==> config.mk <==
export PLATFORM = sky130hd
export DESIGN_NAME = matmul_top
export DESIGN_NICKNAME = d
export VERILOG_FILES = /design/src/logic/matmul_pkg.sv /design/src/logic/step_counter.sv /design/src/logic/matmul_scheduler.sv /design/src/logic/x_buffer.sv /design/src/logic/w_buffer.sv /design/src/logic/mac_engine.sv /design/src/logic/z_buffer.sv /design/src/logic/matmul_top.sv
export VERILOG_INCLUDE_DIRS = /design/src /design/src/include
export SDC_FILE = /design/constraint.sdc
export NUM_CORES = 2
export LEC_CHECK = 0
export ABC_CLOCK_PERIOD_IN_PS = 8400
export BUFFER_PORTS_ARGS = -buffer_cell sky130_fd_sc_hd__clkbuf_2
export CAP_MARGIN = 20
export CORE_MARGIN = 5
export CORE_UTILIZATION = 25
export CTS_CLUSTER_DIAMETER = 150
export CTS_CLUSTER_SIZE = 14
export DETAILED_ROUTE_END_ITERATION = 8
export PLACE_DENSITY_LB_ADDON = 0.2
export RECOVER_POWER = 100
export SLEW_MARGIN = 20
export SYNTH_ARGS = -nofsm -noshare
export SYNTH_HDL_FRONTEND = slang
export SYNTH_SLANG_ARGS = --single-unit
==> constraint.sdc <==
create_clock -name clk_i -period 8.4 [get_ports clk_i]
set_input_delay 1.68 -clock clk_i [delete_from_list [all_inputs] [get_ports clk_i]]
set_output_delay 1.68 -clock clk_i [all_outputs]
set_load 0.02 [all_outputs]
==> src/include/matmul_defs.svh <==
// Matmul tile engine width constants
// Element width for X, W and Y, accumulator width for Z
`ifndef MATMUL_DEFS_SVH
`define MATMUL_DEFS_SVH

// One X, W or Y element
localparam int unsigned DATA_W = 16;

// Accumulator and Z result, sums wrap at this width
localparam int unsigned ACC_W = 32;

`endif

==> src/logic/matmul_pkg.sv <==
// Matmul tile engine package
// Element and accumulator types, plus the host load request format
package matmul_pkg;

  `include "matmul_defs.svh"

  // Signed operand element
  typedef logic signed [DATA_W-1:0] data_t;

  // Signed accumulator, also the Z result type
  typedef logic signed [ACC_W-1:0] acc_t;

  // Buffer targeted by a load
  typedef enum logic [1:0] {
    LOAD_X = 2'd0,
    LOAD_W = 2'd1,
    LOAD_Y = 2'd2
  } load_kind_e;

  // One element written by the host
  typedef struct packed {
    logic       valid;
    load_kind_e kind;
    data_t      data;
  } load_req_t;

endpackage : matmul_pkg

==> src/logic/step_counter.sv <==
// Step counter
// Counts enabled cycles from zero, wraps after LIMIT-1 and flags the last step
`timescale 1ns/1ps

module step_counter #(
  parameter  int unsigned LIMIT = 4,
  localparam int unsigned CW    = (LIMIT > 1) ? $clog2(LIMIT) : 1
) (
  input  logic          clk_i,
  input  logic          rst_i,
  input  logic          clear_i,
  input  logic          enable_i,
  output logic [CW-1:0] count_o,
  output logic          last_o
);

  logic [CW-1:0] count_q;

  always_ff @(posedge clk_i) begin
    if (rst_i) begin
      count_q <= '0;
    end else if (clear_i) begin
      count_q <= '0;
    end else if (enable_i) begin
      // Wrap so the next job starts from zero without an extra clear
      if (count_q == CW'(LIMIT - 1)) begin
        count_q <= '0;
      end else begin
        count_q <= count_q + 1'b1;
      end
    end
  end

  assign count_o = count_q;
  assign last_o  = (count_q == CW'(LIMIT - 1));

endmodule : step_counter

==> src/logic/matmul_scheduler.sv <==
// Matmul job scheduler
// Sequences one job through compute, drain, store and output,
// and steers the buffers and the engine with single-cycle strobes
`timescale 1ns/1ps

module matmul_scheduler
  import matmul_pkg::*;
(
  input  logic clk_i,
  input  logic rst_i,
  input  logic start_i,
  input  logic step_last_i,
  input  logic out_last_i,
  output logic busy_o,
  output logic job_clear_o,
  output logic step_en_o,
  output logic acc_first_o,
  output logic drain_o,
  output logic store_o,
  output logic shift_out_o,
  output logic done_o
);

  typedef enum logic [2:0] {
    IDLE    = 3'd0,
    COMPUTE = 3'd1,
    DRAIN   = 3'd2,
    STORE   = 3'd3,
    OUTPUT  = 3'd4
  } state_e;

  state_e state_q, state_d;
  logic   first_q;

  always_comb begin
    state_d = state_q;
    case (state_q)
      IDLE:    if (start_i) state_d = COMPUTE;
      COMPUTE: if (step_last_i) state_d = DRAIN;
      // Last product still sits in the engine pipeline
      DRAIN:   state_d = STORE;
      STORE:   state_d = OUTPUT;
      OUTPUT:  if (out_last_i) state_d = IDLE;
      default: state_d = IDLE;
    endcase
  end

  always_ff @(posedge clk_i) begin
    if (rst_i) begin
      state_q <= IDLE;
      first_q <= 1'b0;
    end else begin
      state_q <= state_d;
      // Armed at job start, consumed by the first compute step
      if (job_clear_o) begin
        first_q <= 1'b1;
      end else if (step_en_o) begin
        first_q <= 1'b0;
      end
    end
  end

  // Start is only accepted in idle, later pulses fall through
  assign job_clear_o = (state_q == IDLE) && start_i;
  assign busy_o      = (state_q != IDLE);
  assign step_en_o   = (state_q == COMPUTE);
  assign acc_first_o = step_en_o && first_q;
  assign drain_o     = (state_q == DRAIN);
  assign store_o     = (state_q == STORE);
  assign shift_out_o = (state_q == OUTPUT);
  assign done_o      = shift_out_o && out_last_i;

endmodule : matmul_scheduler

==> src/logic/x_buffer.sv <==
// X matrix buffer
// Stores the WIDTH x HEIGHT tile row-major and presents column k per step
`timescale 1ns/1ps

module x_buffer
  import matmul_pkg::*;
#(
  parameter  int unsigned WIDTH  = 4,
  parameter  int unsigned HEIGHT = 4,
  localparam int unsigned RW     = (WIDTH > 1) ? $clog2(WIDTH) : 1,
  localparam int unsigned KW     = (HEIGHT > 1) ? $clog2(HEIGHT) : 1
) (
  input  logic                   clk_i,
  input  logic                   rst_i,
  input  logic                   job_clear_i,
  input  logic                   busy_i,
  input  load_req_t              load_i,
  input  logic      [KW-1:0]     k_i,
  output data_t     [WIDTH-1:0]  x_col_o
);

  data_t [WIDTH-1:0][HEIGHT-1:0] x_q;
  logic  [RW-1:0]                row_q;
  logic  [KW-1:0]                col_q;
  logic                          wr_en;

  assign wr_en = load_i.valid && (load_i.kind == LOAD_X);

  always_ff @(posedge clk_i) begin
    if (rst_i) begin
      x_q   <= '0;
      row_q <= '0;
      col_q <= '0;
    end else if (job_clear_i) begin
      row_q <= '0;
      col_q <= '0;
    end else if (wr_en) begin
      x_q[row_q][col_q] <= load_i.data;
      // Column runs fastest, the row steps at the end of each row
      if (col_q == KW'(HEIGHT - 1)) begin
        col_q <= '0;
        row_q <= (row_q == RW'(WIDTH - 1)) ? '0 : row_q + 1'b1;
      end else begin
        col_q <= col_q + 1'b1;
      end
    end
  end

  always_comb begin
    for (int r = 0; r < WIDTH; r++) begin
      x_col_o[r] = x_q[r][k_i];
    end
  end

  // Host must not write while a job reads the tile
  assert property (@(posedge clk_i) disable iff (rst_i) busy_i |-> !load_i.valid);

endmodule : x_buffer

==> src/logic/w_buffer.sv <==
// W vector buffer
// Stores HEIGHT weights and selects the one for the current step
`timescale 1ns/1ps

module w_buffer
  import matmul_pkg::*;
#(
  parameter  int unsigned HEIGHT = 4,
  localparam int unsigned KW     = (HEIGHT > 1) ? $clog2(HEIGHT) : 1
) (
  input  logic              clk_i,
  input  logic              rst_i,
  input  logic              job_clear_i,
  input  load_req_t         load_i,
  input  logic     [KW-1:0] k_i,
  output data_t             w_o
);

  data_t [HEIGHT-1:0] w_q;
  logic  [KW-1:0]     ptr_q;

  always_ff @(posedge clk_i) begin
    if (rst_i) begin
      w_q   <= '0;
      ptr_q <= '0;
    end else if (job_clear_i) begin
      ptr_q <= '0;
    end else if (load_i.valid && (load_i.kind == LOAD_W)) begin
      w_q[ptr_q] <= load_i.data;
      ptr_q      <= (ptr_q == KW'(HEIGHT - 1)) ? '0 : ptr_q + 1'b1;
    end
  end

  // One weight is shared by every row in a step
  assign w_o = w_q[k_i];

endmodule : w_buffer

==> src/logic/mac_engine.sv <==
// Multiply-accumulate engine
// Stage 1 registers one product per row, stage 2 adds it to the row
// accumulator, which the first step seeds with the bias
`timescale 1ns/1ps

module mac_engine
  import matmul_pkg::*;
#(
  parameter int unsigned WIDTH = 4
) (
  input  logic              clk_i,
  input  logic              rst_i,
  input  logic              step_en_i,
  input  logic              acc_first_i,
  input  data_t [WIDTH-1:0] x_col_i,
  input  data_t             w_i,
  input  data_t [WIDTH-1:0] bias_i,
  output acc_t  [WIDTH-1:0] acc_o
);

  acc_t [WIDTH-1:0] prod_q;
  logic             prod_valid_q;
  logic             prod_first_q;
  acc_t [WIDTH-1:0] acc_q;

  // Stage 1 products
  always_ff @(posedge clk_i) begin
    if (rst_i) begin
      prod_valid_q <= 1'b0;
      prod_first_q <= 1'b0;
    end else begin
      prod_valid_q <= step_en_i;
      prod_first_q <= acc_first_i;
    end
  end

  always_ff @(posedge clk_i) begin
    if (step_en_i) begin
      for (int r = 0; r < WIDTH; r++) begin
        prod_q[r] <= acc_t'(x_col_i[r]) * acc_t'(w_i);
      end
    end
  end

  // Stage 2 accumulate, wraps at ACC_W
  always_ff @(posedge clk_i) begin
    if (rst_i) begin
      acc_q <= '0;
    end else if (prod_valid_q) begin
      for (int r = 0; r < WIDTH; r++) begin
        if (prod_first_q) begin
          acc_q[r] <= acc_t'(bias_i[r]) + prod_q[r];
        end else begin
          acc_q[r] <= acc_q[r] + prod_q[r];
        end
      end
    end
  end

  assign acc_o = acc_q;

endmodule : mac_engine

==> src/logic/z_buffer.sv <==
// Y/Z buffer
// Holds the bias vector for the engine, captures the finished sums
// and shifts them out one per cycle, row 0 first
`timescale 1ns/1ps

module z_buffer
  import matmul_pkg::*;
#(
  parameter  int unsigned WIDTH = 4,
  localparam int unsigned YW    = (WIDTH > 1) ? $clog2(WIDTH) : 1
) (
  input  logic              clk_i,
  input  logic              rst_i,
  input  logic              job_clear_i,
  input  load_req_t         load_i,
  input  logic              store_i,
  input  logic              shift_i,
  input  acc_t  [WIDTH-1:0] acc_i,
  output data_t [WIDTH-1:0] bias_o,
  output logic              z_valid_o,
  output acc_t              z_data_o
);

  data_t [WIDTH-1:0] y_q;
  logic  [YW-1:0]    y_ptr_q;
  acc_t  [WIDTH-1:0] z_q;

  // Bias side
  always_ff @(posedge clk_i) begin
    if (rst_i) begin
      y_q     <= '0;
      y_ptr_q <= '0;
    end else if (job_clear_i) begin
      y_ptr_q <= '0;
    end else if (load_i.valid && (load_i.kind == LOAD_Y)) begin
      y_q[y_ptr_q] <= load_i.data;
      y_ptr_q      <= (y_ptr_q == YW'(WIDTH - 1)) ? '0 : y_ptr_q + 1'b1;
    end
  end

  // Result side, slot 0 is always the next one out
  always_ff @(posedge clk_i) begin
    if (rst_i) begin
      z_q <= '0;
    end else if (store_i) begin
      z_q <= acc_i;
    end else if (shift_i) begin
      for (int r = 0; r < WIDTH - 1; r++) begin
        z_q[r] <= z_q[r+1];
      end
      z_q[WIDTH-1] <= '0;
    end
  end

  assign bias_o    = y_q;
  assign z_valid_o = shift_i;
  assign z_data_o  = z_q[0];

  // Capture and drain of the result store never overlap
  assert property (@(posedge clk_i) disable iff (rst_i) !(shift_i && store_i));

endmodule : z_buffer

==> src/logic/matmul_top.sv <==
// Matmul tile engine top level
// Computes Z = X*W + Y for one tile per job
`timescale 1ns/1ps

module matmul_top
  import matmul_pkg::*;
#(
  parameter  int unsigned WIDTH  = 4,
  parameter  int unsigned HEIGHT = 4,
  localparam int unsigned KW     = (HEIGHT > 1) ? $clog2(HEIGHT) : 1
) (
  input  logic      clk_i,
  input  logic      rst_i,
  input  load_req_t load_i,
  input  logic      start_i,
  output logic      busy_o,
  output logic      z_valid_o,
  output acc_t      z_data_o,
  output logic      done_o
);

  logic              job_clear, step_en, acc_first, store, shift_out;
  logic              step_last, out_last;
  logic [KW-1:0]     k;
  data_t [WIDTH-1:0] x_col;
  data_t             w_elem;
  data_t [WIDTH-1:0] bias;
  acc_t  [WIDTH-1:0] acc;

  matmul_scheduler i_scheduler (
    .clk_i       ( clk_i     ),
    .rst_i       ( rst_i     ),
    .start_i     ( start_i   ),
    .step_last_i ( step_last ),
    .out_last_i  ( out_last  ),
    .busy_o      ( busy_o    ),
    .job_clear_o ( job_clear ),
    .step_en_o   ( step_en   ),
    .acc_first_o ( acc_first ),
    .drain_o     (           ),
    .store_o     ( store     ),
    .shift_out_o ( shift_out ),
    .done_o      ( done_o    )
  );

  step_counter #( .LIMIT ( HEIGHT ) ) i_step_cnt (
    .clk_i    ( clk_i     ),
    .rst_i    ( rst_i     ),
    .clear_i  ( job_clear ),
    .enable_i ( step_en   ),
    .count_o  ( k         ),
    .last_o   ( step_last )
  );

  // Output slot counter, only its last flag matters
  step_counter #( .LIMIT ( WIDTH ) ) i_out_cnt (
    .clk_i    ( clk_i     ),
    .rst_i    ( rst_i     ),
    .clear_i  ( job_clear ),
    .enable_i ( shift_out ),
    .count_o  (           ),
    .last_o   ( out_last  )
  );

  x_buffer #( .WIDTH ( WIDTH ), .HEIGHT ( HEIGHT ) ) i_x_buffer (
    .clk_i       ( clk_i     ),
    .rst_i       ( rst_i     ),
    .job_clear_i ( job_clear ),
    .busy_i      ( busy_o    ),
    .load_i      ( load_i    ),
    .k_i         ( k         ),
    .x_col_o     ( x_col     )
  );

  w_buffer #( .HEIGHT ( HEIGHT ) ) i_w_buffer (
    .clk_i       ( clk_i     ),
    .rst_i       ( rst_i     ),
    .job_clear_i ( job_clear ),
    .load_i      ( load_i    ),
    .k_i         ( k         ),
    .w_o         ( w_elem    )
  );

  mac_engine #( .WIDTH ( WIDTH ) ) i_engine (
    .clk_i       ( clk_i     ),
    .rst_i       ( rst_i     ),
    .step_en_i   ( step_en   ),
    .acc_first_i ( acc_first ),
    .x_col_i     ( x_col     ),
    .w_i         ( w_elem    ),
    .bias_i      ( bias      ),
    .acc_o       ( acc       )
  );

  z_buffer #( .WIDTH ( WIDTH ) ) i_z_buffer (
    .clk_i       ( clk_i     ),
    .rst_i       ( rst_i     ),
    .job_clear_i ( job_clear ),
    .load_i      ( load_i    ),
    .store_i     ( store     ),
    .shift_i     ( shift_out ),
    .acc_i       ( acc       ),
    .bias_o      ( bias      ),
    .z_valid_o   ( z_valid_o ),
    .z_data_o    ( z_data_o  )
  );

endmodule : matmul_top

==> reports/metrics.cfg <==
[run_status]
status=finished with violations
failed_checks=capacitance limit, slew limit

[worst_setup_path]
crit_slowest_cell=clkbuf_1
r2r_slack_ns=0.29
cpMostUsedCell=fa_1
cp_max_fo=21
cp_top_family=adder cells
end_kind=register
crit_type=register to register
max_stage_delay_ns=0.79
worst_setup_path_start_kind=register
worstPathArrival_ns=8.60
crit_buf_inv=8
critPathRequiredTime_ns=8.88

[sta]
worst_slew_pin_slew_ns=5.06
fin_tns_setup_ns=0
fin_skew_ns=0.0649
period_needed_ns=8.11
hold_ws_ns=0.451
slew_headroom_pct=-239
rsz0062_at_grt=false
hold_violations=0
setup_viol=0
max_freq_mhz=123
slew_violations=753
fin_crit_sh_pct=96.6

[worst_hold_path]
worstHoldPathType=register to register

[yosys]
syn_inst=8687
yosysUniqueCellTypes=88
synthTopCellsByArea=fa_1, dfxtp_1, ha_1
synth_edf_count=128
avgSynthCellArea_um2=8.75
syn_nets=10200
ys.flop_type=dfxtp_1
synth_area_um2=76000
synth-async-reset-ratio_pct=0
post-synth-top-area-cell=fa_1
synth-seq-cells=786
synth_top_area_share_pct=27.7
synth_warnings=0
synth_seq_area_share_pct=22.4
synth.most_common_cell=nand2_1
synth_common_cells=nand2_1, inv_1, fa_1, nor2_1, dfxtp_1

[placement]
place_area_um2=81800
portBuffers=56
place_hpwl_mm=206
place_congestion=0.870

[detailed_routing]
vias=59200
first_pass_iters=6
final_antenna_net_count=0
wire_per_inst_um=21.7
drt-total-wl_mm=273
drc=0
via_per_inst=4.70
drt_iter0_drc=4396

[layout]
synthToLayoutAreaGrowth_pct=10.1
nNetsFinal=10100
final_area_um2=83700
post-route-util_pct=27.6
drive_gt1_share_pct=5.82

[floorplanning]
die_h_um=561
coreArea_um2=303000
initial_core_util_pct=25.1
rows=202
dieArea_um2=315000
die_x_um=561
num_io_pins=57

[global_routing]
grt_max_degree=197
grtUsageMet1_pct=24.9
grt_overflow=0
grt_pass1_wl_mm=409
grt_use_met2_pct=26.9
antenna_found_initial=20
met3_usage_pct=2.43
grt.total_usage_pct=17.1
grt_most_used_layer=met2
grt_pass1_vias=61000

[clock_tree]
cts_buffer_depth=3
root_buffer=clkbuf_16
cts_tree=yes
clock-sinks=786
cts_buffers=68
clk_latency_ns=0.74
cts_setup_buffers=0
ctsHoldBuffers=0
cts.repair.resized=0
path_clk_slew_ns=0.07
htreeDepth=3

[pwr]
vdd_ir_drop_max_uv=158
p_total_mw=8.50
power_density_nw_per_um2=102
leakage_nw=36.2

[run]
maxCapViolations=12

## metrics by stage
| stage | std cells | setup slack [ns] |
|---|---|---|
| global route | 12600 | 0.0352 |
| floorplan | 8687 | 0.709 |
| CTS | 12600 | 0.457 |
| global placement | 12500 | 0.385 |
| finish | 12600 | 0.286 |
| detailed placement | 12500 | 0.480 |
## metal layers
layer,routed length (um),vias up,part of all wire (%)
met5,27,-,0.0099
met4,6730,4,2.5
met3,16700,267,6.1
met2,120000,1666,44
met1,130000,29900,47
li1,-,27400,-
## logic make-up after synthesis
group	Yosys count	share of synthesized area [%]
simple gates	2641	14.1
buf+inv	1751	8.82
fa+ha+maj	1522	35.4
compound gates	1371	11.0
flops	786	22.4
mux	376	5.43
xor+xnor	240	2.77
## final timing paths
kind	from	endpoint	cells past startpoint
worst max-delay path	i_step_cnt.count_o[0]$_SDFFE_PP0P_	i_engine.prod_q[118]$_DFFE_PP_	27
worst min-delay path	i_z_buffer.bias_o[41]$_SDFFE_PP0P_	i_z_buffer.bias_o[41]$_SDFFE_PP0P_	2
worst max register to register	i_step_cnt.count_o[0]$_SDFFE_PP0P_	i_engine.prod_q[118]$_DFFE_PP_	27
worst min register to register	i_z_buffer.bias_o[41]$_SDFFE_PP0P_	i_z_buffer.bias_o[41]$_SDFFE_PP0P_	2
## flip-flops by register name, summed over array words and instances, names as in the netlist, 3 cells and up
register and cells:
i_x_buffer.x_q 256, i_engine.acc_o 128, i_engine.prod_q 128, i_z_buffer.z_q 96
i_w_buffer.w_q 64, i_z_buffer.bias_o 64, i_z_buffer.z_data_o 32, i_scheduler.state_q 3
## worst register-to-register path, delay by kind of cell, from the launching register on
family,cells,cell delay [ns]
simple gates,1,0.10
mux,1,0.33
compound gates,9,1.63
flops,1,0.51
xor+xnor,1,0.19
fa+ha+maj,7,2.98
buf+inv,8,2.13
## placed cells by master, fill, tap and decap left out, types with 24 or more instances in the layout
| master | n |
|---|---|
| nand2_1 | 1477 |
| inv_1 | 1281 |
| fa_1 | 1052 |
| nor2_1 | 812 |
| dfxtp_1 | 655 |
| a21oi_1 | 591 |
| ha_1 | 470 |
| mux2i_1 | 240 |
| o21ai_0 | 198 |
| xnor2_1 | 175 |
| buf_4 | 169 |
| a211oi_1 | 136 |
| edfxtp_1 | 128 |
| mux2_2 | 118 |
| a21o_1 | 93 |
| clkbuf_1 | 84 |
| o21a_1 | 74 |
| and2_1 | 74 |
| clkbuf_16 | 68 |
| xor2_1 | 65 |
| nand3_1 | 49 |
| o21ai_1 | 40 |
| buf_12 | 39 |
| nor3_1 | 38 |
| nand2b_1 | 36 |
| nor2b_1 | 33 |
| a22oi_1 | 32 |
| and3_1 | 30 |
| clkbuf_2 | 25 |
| o21bai_1 | 24 |
## report_power, final
group / leakage [nW] / switching (mW) / internal [mW]
Clock: 0.961 / 1.67 / 1.53
Sequential: 6.55 / 0.0929 / 3.92
Combinational: 28.7 / 0.864 / 0.420
## layout make-up
cell class              count  area (um^2)
diodes                      6         15.0
multi-input cells        6150        52400
clock buffers              94         1800
well taps                3978         4980
flip-flops and latches    786        17000
repair buffers            293         2410
clock inverters            12          211
fillers                 32400       219000
inverters                1284         4820
No activity file was read; power rests on OpenSTA's default activity.
